<file path="config.mk">
export PLATFORM = sky130hd
export DESIGN_NAME = cr16_core
export DESIGN_NICKNAME = d
export VERILOG_FILES = /design/src/rtl/cr16_arch_pkg.sv /design/src/rtl/cr16_isa_pkg.sv /design/src/rtl/cr16_alu.sv /design/src/rtl/cr16_control.sv /design/src/rtl/cr16_core.sv /design/src/rtl/cr16_decoder.sv /design/src/rtl/cr16_mem_port.sv /design/src/rtl/cr16_pc.sv /design/src/rtl/cr16_regfile.sv
export SDC_FILE = /design/constraint.sdc
export NUM_CORES = 1
export LEC_CHECK = 0
export BUFFER_PORTS_ARGS = -buffer_cell sky130_fd_sc_hd__clkbuf_2
export CAP_MARGIN = 20
export CORE_ASPECT_RATIO = 2
export CORE_MARGIN = 8
export CORE_UTILIZATION = 62
export DETAILED_ROUTE_END_ITERATION = 8
export PLACE_DENSITY_LB_ADDON = 0.3
export REMOVE_ABC_BUFFERS = 1
export SLEW_MARGIN = 20
export SYNTH_ARGS = -nofsm -noshare
export SYNTH_HDL_FRONTEND = slang
export SYNTH_SLANG_ARGS = --single-unit
</file>
<file path="constraint.sdc">
create_clock -name I_CLK -period 15.7 [get_ports I_CLK]
set_input_delay 0.785 -clock I_CLK [delete_from_list [all_inputs] [get_ports I_CLK]]
set_output_delay 0.785 -clock I_CLK [all_outputs]
set_load 0.1 [all_outputs]
</file>
<file path="src/rtl/cr16_arch_pkg.sv">
// CR16 machine types
package cr16_arch_pkg;

    // Data word and memory address share one width
    typedef logic [15:0] word_t;

    // Index into the sixteen general registers
    typedef logic [3:0] reg_idx_t;

    // Status flags packed N Z F L C, carry in bit 0
    typedef logic [4:0] flags_t;

    localparam integer FLAG_C = 0;
    localparam integer FLAG_L = 1;
    localparam integer FLAG_F = 2;
    localparam integer FLAG_Z = 3;
    localparam integer FLAG_N = 4;

    // Sequencing states of the control FSM
    typedef enum logic [3:0] {
        ST_FETCH      = 4'd0,
        ST_FETCH_WAIT = 4'd1,
        ST_DECODE     = 4'd2,
        ST_EXEC       = 4'd3,
        ST_MEM        = 4'd4,
        ST_MEM_WAIT   = 4'd5
    } ctrl_state_t;

endpackage

</file>
<file path="src/rtl/cr16_isa_pkg.sv">
// CR16 instruction encodings
package cr16_isa_pkg;

    // Major opcode in bits 15:12, extension in bits 7:4
    typedef logic [3:0] opcode_t;
    typedef logic [3:0] ext_t;

    // Branch condition held in bits 11:8 of B_COND
    typedef enum logic [3:0] {
        COND_EQ = 4'b0000,
        COND_NE = 4'b0001,
        COND_CS = 4'b0010,
        COND_CC = 4'b0011,
        COND_FS = 4'b0100,
        COND_FC = 4'b0101,
        COND_LT = 4'b0110,
        COND_LO = 4'b1000,
        COND_GE = 4'b1011,
        COND_HS = 4'b1101,
        COND_UC = 4'b1110
    } cond_t;

    typedef enum logic [2:0] {
        ALU_ADD  = 3'd0,
        ALU_SUB  = 3'd1,
        ALU_AND  = 3'd2,
        ALU_OR   = 3'd3,
        ALU_XOR  = 3'd4,
        ALU_PASS = 3'd5
    } alu_op_t;

    // Register-register group and the immediate opcodes
    localparam opcode_t OP_EXT   = 4'b0000;
    localparam opcode_t OP_ADDI  = 4'b0001;
    localparam opcode_t OP_SUBI  = 4'b0100;
    localparam opcode_t OP_CMPI  = 4'b0101;
    localparam opcode_t OP_ANDI  = 4'b0111;
    localparam opcode_t OP_ORI   = 4'b1000;
    localparam opcode_t OP_XORI  = 4'b1001;
    localparam opcode_t OP_MOVIL = 4'b1010;
    localparam opcode_t OP_MOVIU = 4'b1011;
    localparam opcode_t OP_BCOND = 4'b1100;
    // Move and memory group
    localparam opcode_t OP_MEM   = 4'b1111;

    localparam ext_t EXT_ADD   = 4'b0000;
    localparam ext_t EXT_SUB   = 4'b0011;
    localparam ext_t EXT_CMP   = 4'b0100;
    localparam ext_t EXT_AND   = 4'b0110;
    localparam ext_t EXT_OR    = 4'b0111;
    localparam ext_t EXT_XOR   = 4'b1000;
    localparam ext_t EXT_MOV   = 4'b0001;
    localparam ext_t EXT_LOAD  = 4'b1010;
    localparam ext_t EXT_STORE = 4'b1011;

endpackage

</file>
<file path="src/rtl/cr16_alu.sv">
// Arithmetic and logic unit
module cr16_alu
    import cr16_arch_pkg::*;
    import cr16_isa_pkg::*;
(
    input  alu_op_t op,
    input  word_t   a,
    input  word_t   b,
    output word_t   result,
    output flags_t  flags
);
    logic [16:0] sum;

    always_comb begin
        sum    = '0;
        result = '0;
        flags  = '0;
        case (op)
            ALU_ADD: begin
                sum           = {1'b0, a} + {1'b0, b};
                result        = sum[15:0];
                flags[FLAG_C] = sum[16];
                // Operands agree in sign but the sum does not
                flags[FLAG_F] = (a[15] == b[15]) && (result[15] != a[15]);
            end
            ALU_SUB: begin
                sum           = {1'b0, a} - {1'b0, b};
                result        = sum[15:0];
                // Bit 16 is the borrow out
                flags[FLAG_C] = sum[16];
                flags[FLAG_F] = (a[15] != b[15]) && (result[15] != a[15]);
                flags[FLAG_L] = a < b;
                flags[FLAG_N] = $signed(a) < $signed(b);
            end
            ALU_AND: result = a & b;
            ALU_OR: result = a | b;
            ALU_XOR: result = a ^ b;
            default: result = b;
        endcase
        flags[FLAG_Z] = (result == '0);
    end

endmodule

</file>
<file path="src/rtl/cr16_control.sv">
// Instruction sequencing FSM
module cr16_control
    import cr16_arch_pkg::*;
(
    input  logic   I_CLK,
    input  logic   I_NRESET,
    input  logic   is_alu,
    input  logic   uses_imm,
    input  logic   writes_flags,
    input  logic   writes_reg,
    input  logic   is_mov,
    input  logic   is_load,
    input  logic   is_store,
    input  logic   is_branch,
    input  logic   branch_taken,
    input  word_t  alu_result,
    input  flags_t alu_flags,
    input  word_t  imm,
    input  word_t  reg_a,
    input  word_t  reg_b,
    input  logic   mem_done,
    input  word_t  mem_rdata,
    input  word_t  pc,
    output word_t  instr,
    output logic   mem_start,
    output logic   mem_write,
    output word_t  mem_target,
    output word_t  mem_data,
    output logic   reg_we,
    output word_t  wr_data,
    output logic   pc_inc,
    output logic   pc_branch,
    output flags_t status_flags
);
    ctrl_state_t state;
    ctrl_state_t state_next;
    logic        load_done;

    always_ff @(posedge I_CLK or negedge I_NRESET) begin
        if (!I_NRESET) begin
            state        <= ST_FETCH;
            instr        <= '0;
            status_flags <= '0;
        end else begin
            state <= state_next;
            if (state == ST_FETCH_WAIT && mem_done) begin
                instr <= mem_rdata;
            end
            // Only arithmetic and compare touch the flags
            if (state == ST_EXEC && is_alu && writes_flags) begin
                status_flags <= alu_flags;
            end
        end
    end

    always_comb begin
        state_next = state;
        case (state)
            ST_FETCH: state_next = ST_FETCH_WAIT;
            ST_FETCH_WAIT: begin
                if (mem_done) begin
                    state_next = ST_DECODE;
                end
            end
            ST_DECODE: state_next = ST_EXEC;
            ST_EXEC: state_next = (is_load || is_store) ? ST_MEM : ST_FETCH;
            ST_MEM: state_next = ST_MEM_WAIT;
            ST_MEM_WAIT: begin
                if (mem_done) begin
                    state_next = ST_FETCH;
                end
            end
            default: state_next = ST_FETCH;
        endcase
    end

    // Fetch from PC, load from Rsrc, store Rsrc to the address in Rdest
    assign mem_start  = (state == ST_FETCH) || (state == ST_MEM);
    assign mem_write  = (state == ST_MEM) && is_store;
    assign mem_target = (state == ST_MEM) ? (is_store ? reg_b : reg_a) : pc;
    assign mem_data   = reg_a;

    assign pc_inc    = (state == ST_FETCH_WAIT) && mem_done;
    assign pc_branch = (state == ST_EXEC) && is_branch && branch_taken;

    assign load_done = (state == ST_MEM_WAIT) && mem_done;
    assign reg_we    = ((state == ST_EXEC) && writes_reg && !is_load) || (load_done && is_load);

    always_comb begin
        if (load_done && is_load) begin
            wr_data = mem_rdata;
        end else if (is_mov && uses_imm) begin
            wr_data = imm;
        end else begin
            wr_data = alu_result;
        end
    end

    // A completion only arrives while the FSM waits for one
    a_done_state: assert property (@(posedge I_CLK) disable iff (!I_NRESET)
        mem_done |-> (state == ST_FETCH_WAIT || state == ST_MEM_WAIT));

endmodule

</file>
<file path="src/rtl/cr16_core.sv">
// CR16 core top level
module cr16_core
    import cr16_arch_pkg::*;
    import cr16_isa_pkg::*;
#(
    parameter word_t P_RESET_VECTOR = 16'h0000
) (
    input  logic   I_CLK,
    input  logic   I_NRESET,
    input  logic   mem_ack,
    input  word_t  mem_rdata,
    output logic   mem_req,
    output logic   mem_we,
    output word_t  mem_addr,
    output word_t  mem_wdata,
    output flags_t status_flags
);
    word_t    instr;
    reg_idx_t rdest;
    reg_idx_t rsrc;
    alu_op_t  alu_op;
    word_t    imm;
    word_t    disp;
    logic     uses_imm, is_alu, writes_flags, writes_reg;
    logic     is_mov, is_load, is_store, is_branch, branch_taken;
    word_t    reg_a;
    word_t    reg_b;
    word_t    alu_b;
    word_t    alu_result;
    flags_t   alu_flags;
    word_t    pc;
    logic     pc_inc, pc_branch;
    logic     mem_start, mem_write, mem_done;
    word_t    mem_target;
    word_t    mem_data;
    word_t    port_rdata;
    logic     reg_we;
    word_t    wr_data;

    // Second ALU operand is Rsrc or the extended immediate
    assign alu_b = uses_imm ? imm : reg_a;

    cr16_control u_control (.mem_rdata(port_rdata), .*);

    cr16_decoder u_decoder (.flags(status_flags), .*);

    cr16_alu u_alu (
        .op(alu_op), .a(reg_b), .b(alu_b),
        .result(alu_result), .flags(alu_flags)
    );

    cr16_regfile u_regfile (
        .we(reg_we), .waddr(rdest), .wdata(wr_data),
        .raddr_a(rsrc), .raddr_b(rdest),
        .rdata_a(reg_a), .rdata_b(reg_b), .*
    );

    cr16_pc #(.P_RESET_VECTOR(P_RESET_VECTOR)) u_pc (
        .inc(pc_inc), .branch(pc_branch), .*
    );

    cr16_mem_port u_mem_port (
        .start(mem_start), .write(mem_write), .target(mem_target), .data(mem_data),
        .done(mem_done), .rdata(port_rdata), .*
    );

endmodule

</file>
<file path="src/rtl/cr16_decoder.sv">
// Instruction decoder
module cr16_decoder
    import cr16_arch_pkg::*;
    import cr16_isa_pkg::*;
(
    input  word_t    instr,
    input  flags_t   flags,
    output reg_idx_t rdest,
    output reg_idx_t rsrc,
    output alu_op_t  alu_op,
    output word_t    imm,
    output logic     uses_imm,
    output logic     is_alu,
    output logic     writes_flags,
    output logic     writes_reg,
    output logic     is_mov,
    output logic     is_load,
    output logic     is_store,
    output logic     is_branch,
    output logic     branch_taken,
    output word_t    disp
);
    opcode_t    opcode;
    ext_t       ext;
    logic [7:0] imm8;
    logic       is_cmp;

    assign opcode = instr[15:12];
    assign ext    = instr[7:4];
    assign imm8   = instr[7:0];
    assign rdest  = instr[11:8];
    assign rsrc   = instr[3:0];
    assign disp   = {{8{imm8[7]}}, imm8};

    always_comb begin
        alu_op = ALU_PASS;
        is_alu = 1'b1;
        case (opcode)
            OP_EXT: begin
                case (ext)
                    EXT_ADD: alu_op = ALU_ADD;
                    EXT_SUB, EXT_CMP: alu_op = ALU_SUB;
                    EXT_AND: alu_op = ALU_AND;
                    EXT_OR: alu_op = ALU_OR;
                    EXT_XOR: alu_op = ALU_XOR;
                    default: is_alu = 1'b0;
                endcase
            end
            OP_ADDI: alu_op = ALU_ADD;
            OP_SUBI, OP_CMPI: alu_op = ALU_SUB;
            OP_ANDI: alu_op = ALU_AND;
            OP_ORI: alu_op = ALU_OR;
            OP_XORI: alu_op = ALU_XOR;
            default: is_alu = 1'b0;
        endcase
    end

    // Arithmetic immediates are signed, logic and MOVIL are not
    always_comb begin
        case (opcode)
            OP_ADDI, OP_SUBI, OP_CMPI: imm = {{8{imm8[7]}}, imm8};
            OP_MOVIU: imm = {imm8, 8'h00};
            default: imm = {8'h00, imm8};
        endcase
    end

    assign is_cmp    = (opcode == OP_CMPI) || (opcode == OP_EXT && ext == EXT_CMP);
    assign is_mov    = (opcode == OP_MEM && ext == EXT_MOV) || opcode == OP_MOVIL
                       || opcode == OP_MOVIU;
    assign is_load   = (opcode == OP_MEM) && (ext == EXT_LOAD);
    assign is_store  = (opcode == OP_MEM) && (ext == EXT_STORE);
    assign is_branch = (opcode == OP_BCOND);
    assign uses_imm  = (is_alu && opcode != OP_EXT) || opcode == OP_MOVIL
                       || opcode == OP_MOVIU;

    assign writes_flags = is_alu && (alu_op == ALU_ADD || alu_op == ALU_SUB);
    assign writes_reg   = (is_alu && !is_cmp) || is_mov || is_load;

    always_comb begin
        case (cond_t'(rdest))
            COND_EQ: branch_taken = flags[FLAG_Z];
            COND_NE: branch_taken = !flags[FLAG_Z];
            COND_CS: branch_taken = flags[FLAG_C];
            COND_CC: branch_taken = !flags[FLAG_C];
            COND_FS: branch_taken = flags[FLAG_F];
            COND_FC: branch_taken = !flags[FLAG_F];
            COND_LO: branch_taken = flags[FLAG_L];
            COND_HS: branch_taken = !flags[FLAG_L];
            COND_LT: branch_taken = flags[FLAG_N];
            COND_GE: branch_taken = !flags[FLAG_N];
            COND_UC: branch_taken = 1'b1;
            default: branch_taken = 1'b0;
        endcase
    end

endmodule

</file>
<file path="src/rtl/cr16_mem_port.sv">
// Four-phase memory master
module cr16_mem_port
    import cr16_arch_pkg::*;
(
    input  logic  I_CLK,
    input  logic  I_NRESET,
    input  logic  start,
    input  logic  write,
    input  word_t target,
    input  word_t data,
    output logic  done,
    output word_t rdata,
    output logic  mem_req,
    output logic  mem_we,
    output word_t mem_addr,
    output word_t mem_wdata,
    input  logic  mem_ack,
    input  word_t mem_rdata
);
    logic pend;

    always_ff @(posedge I_CLK or negedge I_NRESET) begin
        if (!I_NRESET) begin
            pend    <= 1'b0;
            mem_req <= 1'b0;
            mem_we  <= 1'b0;
            done    <= 1'b0;
        end else begin
            done <= 1'b0;
            if (start) begin
                pend   <= 1'b1;
                mem_we <= write;
            end else if (pend && !mem_ack) begin
                // Previous handshake fully closed
                pend    <= 1'b0;
                mem_req <= 1'b1;
            end else if (mem_req && mem_ack) begin
                mem_req <= 1'b0;
                mem_we  <= 1'b0;
                done    <= 1'b1;
            end
        end
    end

    always_ff @(posedge I_CLK) begin
        if (start) begin
            mem_addr  <= target;
            mem_wdata <= data;
        end
        // Read word stays put until the next acknowledged request
        if (mem_req && mem_ack) begin
            rdata <= mem_rdata;
        end
    end

    a_req_stable: assert property (@(posedge I_CLK) disable iff (!I_NRESET)
        mem_req && !mem_ack |=> $stable(mem_addr) && $stable(mem_we));

    a_no_overlap: assert property (@(posedge I_CLK) disable iff (!I_NRESET)
        start |-> !pend && !mem_req);

endmodule

</file>
<file path="src/rtl/cr16_pc.sv">
// Program counter
module cr16_pc
    import cr16_arch_pkg::*;
#(
    parameter word_t P_RESET_VECTOR = 16'h0000
) (
    input  logic  I_CLK,
    input  logic  I_NRESET,
    input  logic  inc,
    input  logic  branch,
    input  word_t disp,
    output word_t pc
);
    // Branch offset applies to the PC already stepped past the branch
    always_ff @(posedge I_CLK or negedge I_NRESET) begin
        if (!I_NRESET) begin
            pc <= P_RESET_VECTOR;
        end else if (inc) begin
            pc <= pc + 16'd1;
        end else if (branch) begin
            pc <= pc + disp;
        end
    end

    a_single_update: assert property (@(posedge I_CLK) disable iff (!I_NRESET)
        !(inc && branch));

endmodule

</file>
<file path="src/rtl/cr16_regfile.sv">
// General register file
module cr16_regfile
    import cr16_arch_pkg::*;
(
    input  logic     I_CLK,
    input  logic     I_NRESET,
    input  logic     we,
    input  reg_idx_t waddr,
    input  word_t    wdata,
    input  reg_idx_t raddr_a,
    input  reg_idx_t raddr_b,
    output word_t    rdata_a,
    output word_t    rdata_b
);
    word_t regs [16];

    always_ff @(posedge I_CLK or negedge I_NRESET) begin
        if (!I_NRESET) begin
            for (int i = 0; i < 16; i++) begin
                regs[i] <= '0;
            end
        end else if (we) begin
            regs[waddr] <= wdata;
        end
    end

    // Reads see the old value during a write cycle
    assign rdata_a = regs[raddr_a];
    assign rdata_b = regs[raddr_b];

endmodule

</file>
==> out/results.tsv, run 1 <==
metric	value	unit
Relative slew margins	22.29	%
Avg Inst Size Synth	12.03	µm²
Critical Path AT	7270	ps
pins over their slew limit	0	
RSZ-0062 raised after global routing	no	
H-tree Lvls	1	
Inst Count DP	2182	
fin area	23090	µm²
worst r2r src	u_control.instr[0]	
final hold vios	0	
CP peak stage delay	890	ps
Crit Path Class	reg2reg	
fin crit period	6731	ps
Post CTS Setup Buffer Count	0	
CTS max path bufs	3	
Post-Syn Area	21210	µm²
clock skew	20.58	ps
vias in the first global route	16700	
Synth Warn #	0	
Tightest Pin Transition	1161	ps
Die Area	40750	µm²
PortBufs	57	
Distinct cells, synth	80	
diode count	0	
Rows	96	
Iter 0 DRT Violations	1641	
Total GRT Usage	33.10	%
Hold Buf Count CTS	0	
WL/cell	29.94	µm
CP Launch Type	register	
max frequency	0.1486	GHz
Final #Nets	1861	
HPWL Detailed	44.64	mm
Final period util	42.87	%
max cap viols	0	
min-delay worst type	in2async	
Worst-path clk slew	70	ps
Core Region	33990	µm²
register area share after synthesis	42.18	%
Synth area leaders	dfrtp_1, mux4_2, mux2_2	
fillers	2386	
Seq. cell area	8959	µm²
CTS Root Buffer Type	clkbuf_16	
initial core utilization	62.40	%
grt total ovfl	0	
final hold slack	214.3	ps
IO Count	58	
TritonCTS buffer count	31	
Placer Congestion	0.9786	
P&R area growth vs syn	8.835	%
Syn Inst Count	1763	
first-pass iteration count of the detailed router	6	
worst reg2reg path endpoint	u_regfile.regs[141]	
Avg Vias per Cell	7.086	
Clk Latency, worst-skew pair	620	ps
Worst path slowest cell	dfrtp_4	
# setup viols final	0	
Total Wirelength	67.10	mm
reg2reg setup slack	8970	ps
post-synthesis register bit count	348	
Clock Sinks	348	
initial antenna violation count	0	
layout cells sized above 1	34.44	%
share of the synthesized area in the top cell type	35.39	%
Final Non-Filler Cells	2241	
R2R cell count	17	
number of flops mapped to enable cells by yosys	48	
CTS tree	yes	
Critical Path, Cell by Cell	buf_4 > mux4_2 > o22ai_1 > a21oi_1 > buf_4 > a221oi_1 > inv_1 > ha_1 > nor2_1 > nand4_1 > a21oi_1 > and4b_1 > a211oi_1 > o21a_1 > o32ai_1 > o21ai_1 > mux2_2	
area occupied by multi-input gates	11500	µm²
Crit Path Max Fanout	38	
CP required	16240	ps
status	finished clean	
Post-DRT Antenna Nets	0	
Post-route DRC	0	
vias post-DR	15880	
first-pass GRT wire length	102.0	mm
crit end category	register	
area leader, netlist	dfrtp_1	
Die Wd	146.8	µm
Placed Area	21940	µm²
prevailing post-synth register cell	dfrtp_1	
asr flop ratio synth	86.21	%
post-CTS sizing	0	
setup TNS	0	ps
die height	277.6	µm
pin count of the biggest net entering global routing	101	
worst max path at each step:
| stage | startpoint | to | slack (ps) | depth (start not counted) |
|---|---|---|---|---|
| 2_1_floorplan | u_control.instr[0] | u_regfile.regs[110] | 8670 | 15 |
| 3_3_place_gp | u_control.instr[0] | u_regfile.regs[110] | 8940 | 14 |
| 3_5_place_dp | u_control.instr[0] | u_regfile.regs[139] | 8950 | 17 |
| 4_1_cts | u_control.instr[0] | u_regfile.regs[219] | 8890 | 17 |
| 5_1_grt | u_control.instr[0] | u_regfile.regs[77] | 8610 | 17 |
| 6_report | u_control.instr[0] | u_regfile.regs[141] | 8970 | 17 |
synthesized netlist by cell type, types with 7 or more instances:
cell / n
a211oi_1: 13
a21o_1: 17
a21oi_1: 57
a221oi_1: 8
a22oi_1: 8
a31oi_1: 24
and2_1: 9
and3_1: 7
buf_1: 18
buf_2: 27
clkbuf_1: 77
dfrtp_1: 300
edfxtp_1: 48
ha_1: 64
inv_1: 69
mux2_2: 267
mux2i_1: 19
mux4_2: 140
nand2_1: 144
nand2b_1: 14
nand3_1: 13
nand4_1: 8
nor2_1: 90
nor2_2: 11
nor2b_1: 19
nor3_1: 29
o211ai_1: 10
o21a_1: 8
o21ai_0: 68
o21ai_1: 7
o21bai_1: 7
o221ai_1: 7
o22ai_1: 13
o31ai_1: 7
or2_2: 11
xnor2_1: 8
routing by layer:
layer  global-route usage, %  routed length (µm)
met1                   39.85               24110
met2                   51.96               31930
met3                   5.468                5105
met4                   26.45                5951
met5                       0                   0
critical path: cells and delay by family (launching register included):
family	cells	cell delay (ps)
AOI/OAI and AO/OA	8	2600
adders and majority gates	1	430
buffers and inverters	3	1020
DFF	1	890
muxes	2	920
and+or+nand+nor	3	740
registers in the layout, indices dropped and copies added (netlist names), 3 cells and up:
register,flops
u_regfile.regs,256
u_control.instr,16
u_mem_port.mem_addr,16
u_mem_port.mem_wdata,16
u_mem_port.rdata,16
u_pc.pc,16
u_control.status_flags,5
u_control.state,3
final cells by class:
cell class / count / share of cell area [%]
Tap cell: 441 / 2.390
Clock inverter: 19 / 1.122
Clock buffer: 39 / 3.804
Inverter: 69 / 1.122
Multi-Input combinational cell: 1217 / 49.82
Sequential cell: 348 / 38.80
Timing Repair Buffer: 108 / 2.937
placed cells by master (no fill, tap or decap), drive strengths merged, types with 14 or more instances in the layout:
master and instances:
a21o 17, nand2b 14, inv 74, dfrtp 300, a21oi 57, ha 64, a31oi 24, clkbuf 95
nor2 101, nor3 29, nand2 144, mux2 267, mux2i 19, edfxtp 48, nor2b 19, o21ai 75
mux4 145, buf 52
per-stage QoR:
step	setup WS [ps]	utilization [%]
global route	8615	67.92
floorplan	8665	-
CTS	8894	67.88
global placement	8936	64.48
detailed placement	8949	64.54
finish	8969	67.92
kinds of logic (layout without fill, tap and decap cells):
logic type      count (synthesis)  count (layout)  share of synthesized area (%)
xor+xnor                       14              14                         0.5780
buf+inv                       198             235                          3.840
simple gates                  391             391                          8.794
fa+ha+maj                      67              67                          4.058
compound gates                314             314                          9.992
flops                         348             348                          42.18
mux                           431             431                          30.55
Power of run 1 is not shown: default switching activity piles up to over one toggle a cycle in this logic, so the estimate is an artifact.
==> inputs of run 2 (changes only) <==
--- a/config.mk
+++ b/config.mk
@@ -9,7 +9,7 @@
 export CAP_MARGIN = 20
 export CORE_ASPECT_RATIO = 2
 export CORE_MARGIN = 8
-export CORE_UTILIZATION = 62
+export CORE_UTILIZATION = 57
 export DETAILED_ROUTE_END_ITERATION = 8
 export PLACE_DENSITY_LB_ADDON = 0.3
 export REMOVE_ABC_BUFFERS = 1
==> constraint.sdc (replaced) <==
create_clock -name I_CLK -period 6 [get_ports I_CLK]
set_input_delay 0.3 -clock I_CLK [delete_from_list [all_inputs] [get_ports I_CLK]]
set_output_delay 0.3 -clock I_CLK [all_outputs]
set_load 0.1 [all_outputs]
==> run 2 against run 1 <==
  * Cell area increased by 2.4%
  * Sequential cell count unchanged
  * Count of clock-buffer cells in the layout increased by 3
  * Cell count increased by 3.1%
  * Die area increased by 8.0%
  * Register-to-register slack got worse by 8600 ps
  * Non-clock buffer count increased by 46
  * Sequential share of layout area decreased by 0.90 points
  * Critical endpoint is now u_regfile.regs[189]
  * Largest cell class unchanged
==> out/results.tsv, run 2 (synthesis gave the netlist of run 1 again) <==
metric	value	unit	change
vias post-DR	15910		+0.20%
Critical Path, Cell by Cell	buf_4 > mux4_2 > nand2_1 > a21oi_1 > a21oi_1 > inv_1 > a221oi_1 > inv_1 > ha_1 > nor2_1 > nand4_1 > a21oi_1 > and4b_1 > a211oi_1 > o21a_1 > o32ai_1 > o21ai_1 > buf_4 > mux2_2		
grt total ovfl	0		unchanged
RSZ-0062 raised after global routing	no		
status	finished clean		
HPWL Detailed	43.28	mm	-3.0%
final hold slack	403.3	ps	+189.0 ps
R2R cell count	19		+2
Rows	100		+4.2%
die height	288.8	µm	+4.0%
final hold vios	0		unchanged
Worst-path clk slew	60	ps	about the same
CTS max path bufs	3		unchanged
Post-route DRC	0		unchanged
reg2reg setup slack	400	ps	-8570 ps
Iter 0 DRT Violations	1447		-12%
fin crit period	5598	ps	-1133 ps
pin count of the biggest net entering global routing	125		+24%
TritonCTS buffer count	35		+13%
Die Wd	152.4	µm	+3.8%
Clk Latency, worst-skew pair	560	ps	-60 ps
WL/cell	27.98	µm	-6.6%
CTS tree	yes		
CP required	6430	ps	-9810 ps
layout cells sized above 1	35.26	%	+0.81 points
Worst path slowest cell	dfrtp_4		
commonest non-fill, non-tap cell in the layout	dfrtp_1		
initial core utilization	57.47	%	-4.9 points
# setup viols final	0		unchanged
Avg Vias per Cell	6.885		-2.8%
Relative slew margins	25.40	%	+3.1 points
Critical Path AT	6020	ps	-1250 ps
most frequent cells in the layout	dfrtp_1, mux2_2, nand2_1		
Final Non-Filler Cells	2311		+3.1%
first-pass GRT wire length	98.66	mm	-3.2%
first-pass iteration count of the detailed router	5		-1
Core Region	36910	µm²	+8.6%
pins over their slew limit	0		unchanged
worst r2r src	u_control.instr[0]		
Inst Count DP	2228		+2.1%
diode count	0		unchanged
worst reg2reg path endpoint	u_regfile.regs[189]		
Crit Path Max Fanout	22		-42%
crit end category	register		
CP Launch Type	register		
initial antenna violation count	0		unchanged
Total GRT Usage	29.41	%	-3.7 points
fin area	23640	µm²	+2.4%
CP peak stage delay	710	ps	-180 ps
H-tree Lvls	2		+1
Die Area	44020	µm²	+8.0%
Post-DRT Antenna Nets	0		unchanged
crit-path most repeated cell	a21oi_1		
Placed Area	22190	µm²	+1.1%
Final #Nets	1911		+2.7%
Tightest Pin Transition	1119	ps	-42.41 ps
Total Wirelength	64.66	mm	-3.6%
Clock Sinks	348		unchanged
Most flops, register	u_regfile.regs		
Crit Path Class	reg2reg		
utilization after layout	64.03	%	-3.9 points
Post CTS Setup Buffer Count	0		unchanged
Largest register FFs	256		unchanged
CTS Root Buffer Type	clkbuf_16		
Placer Congestion	0.9871		+0.87%
clock skew	24.50	ps	+3.918 ps
Final period util	93.30	%	+50 points
min-delay worst type	in2async		
max frequency	0.1786	GHz	+20%
vias in the first global route	16060		-3.8%
IO Count	58		unchanged
PortBufs	57		unchanged
P&R area growth vs syn	11.42	%	
max cap viols	0		unchanged
-- run 2: area by class of cell --
class                           count  area, µm²
Tap cell                          459      574.3
Inverter                           69      259.0
Multi-Input combinational cell   1217      11480
Sequential cell                   348       8959
Timing Repair Buffer              154       1126
Clock inverter                     22      264.0
Clock buffer                       42      973.4
Fill cell                        2769      13280
-- run 2: worst max-delay path, delay by kind of cell, from the launching register on --
family | cells | cell delay (ps)
AOI/OAI and AO/OA | 8 | 2080
adders and majority gates | 1 | 490
buffers and inverters | 4 | 680
DFF | 1 | 710
muxes | 2 | 760
and+or+nand+nor | 4 | 730
-- run 2: timing repair --
item | 4_1_cts | 5_1_grt
hold endpoints to repair | 116 | 0
resized for setup | 0 | 1
hold buffers | 18 | 0
setup endpoints to repair | 0 | 16
-- run 2: worst max path at each step --
stage / start / endpoint / slack (ps) / cells past startpoint
2_1_floorplan: u_control.instr[0] / u_regfile.regs[110] / -1030 / 15
3_3_place_gp: u_control.instr[0] / u_regfile.regs[154] / 370 / 14
3_5_place_dp: u_control.instr[0] / u_regfile.regs[73] / 440 / 15
4_1_cts: u_control.instr[0] / u_regfile.regs[201] / 400 / 15
5_1_grt: u_control.instr[0] / u_regfile.regs[13] / 100 / 19
6_report: u_control.instr[0] / u_regfile.regs[189] / 400 / 19
-- run 2: layer usage --
metal	vias to the layer above	global-route usage, %	routed length, µm
met5	-	0	0
met4	0	19.12	4768
met3	246	5.885	5295
met2	856	46.74	30110
met1	8046	36.45	24480
li1	6764	-	-
-- run 2: per-stage QoR --
| step | setup TNS, ps | worst slack [ps] |
|---|---|---|
| after floorplan | -130870 | -1035 |
| after global placement | 0 | 365.8 |
| after detailed placement | 0 | 442.7 |
| after CTS | 0 | 404.2 |
| after global routing | 0 | 97.24 |
| final | 0 | 402.3 |
Power of run 2 is left out for the same reason.
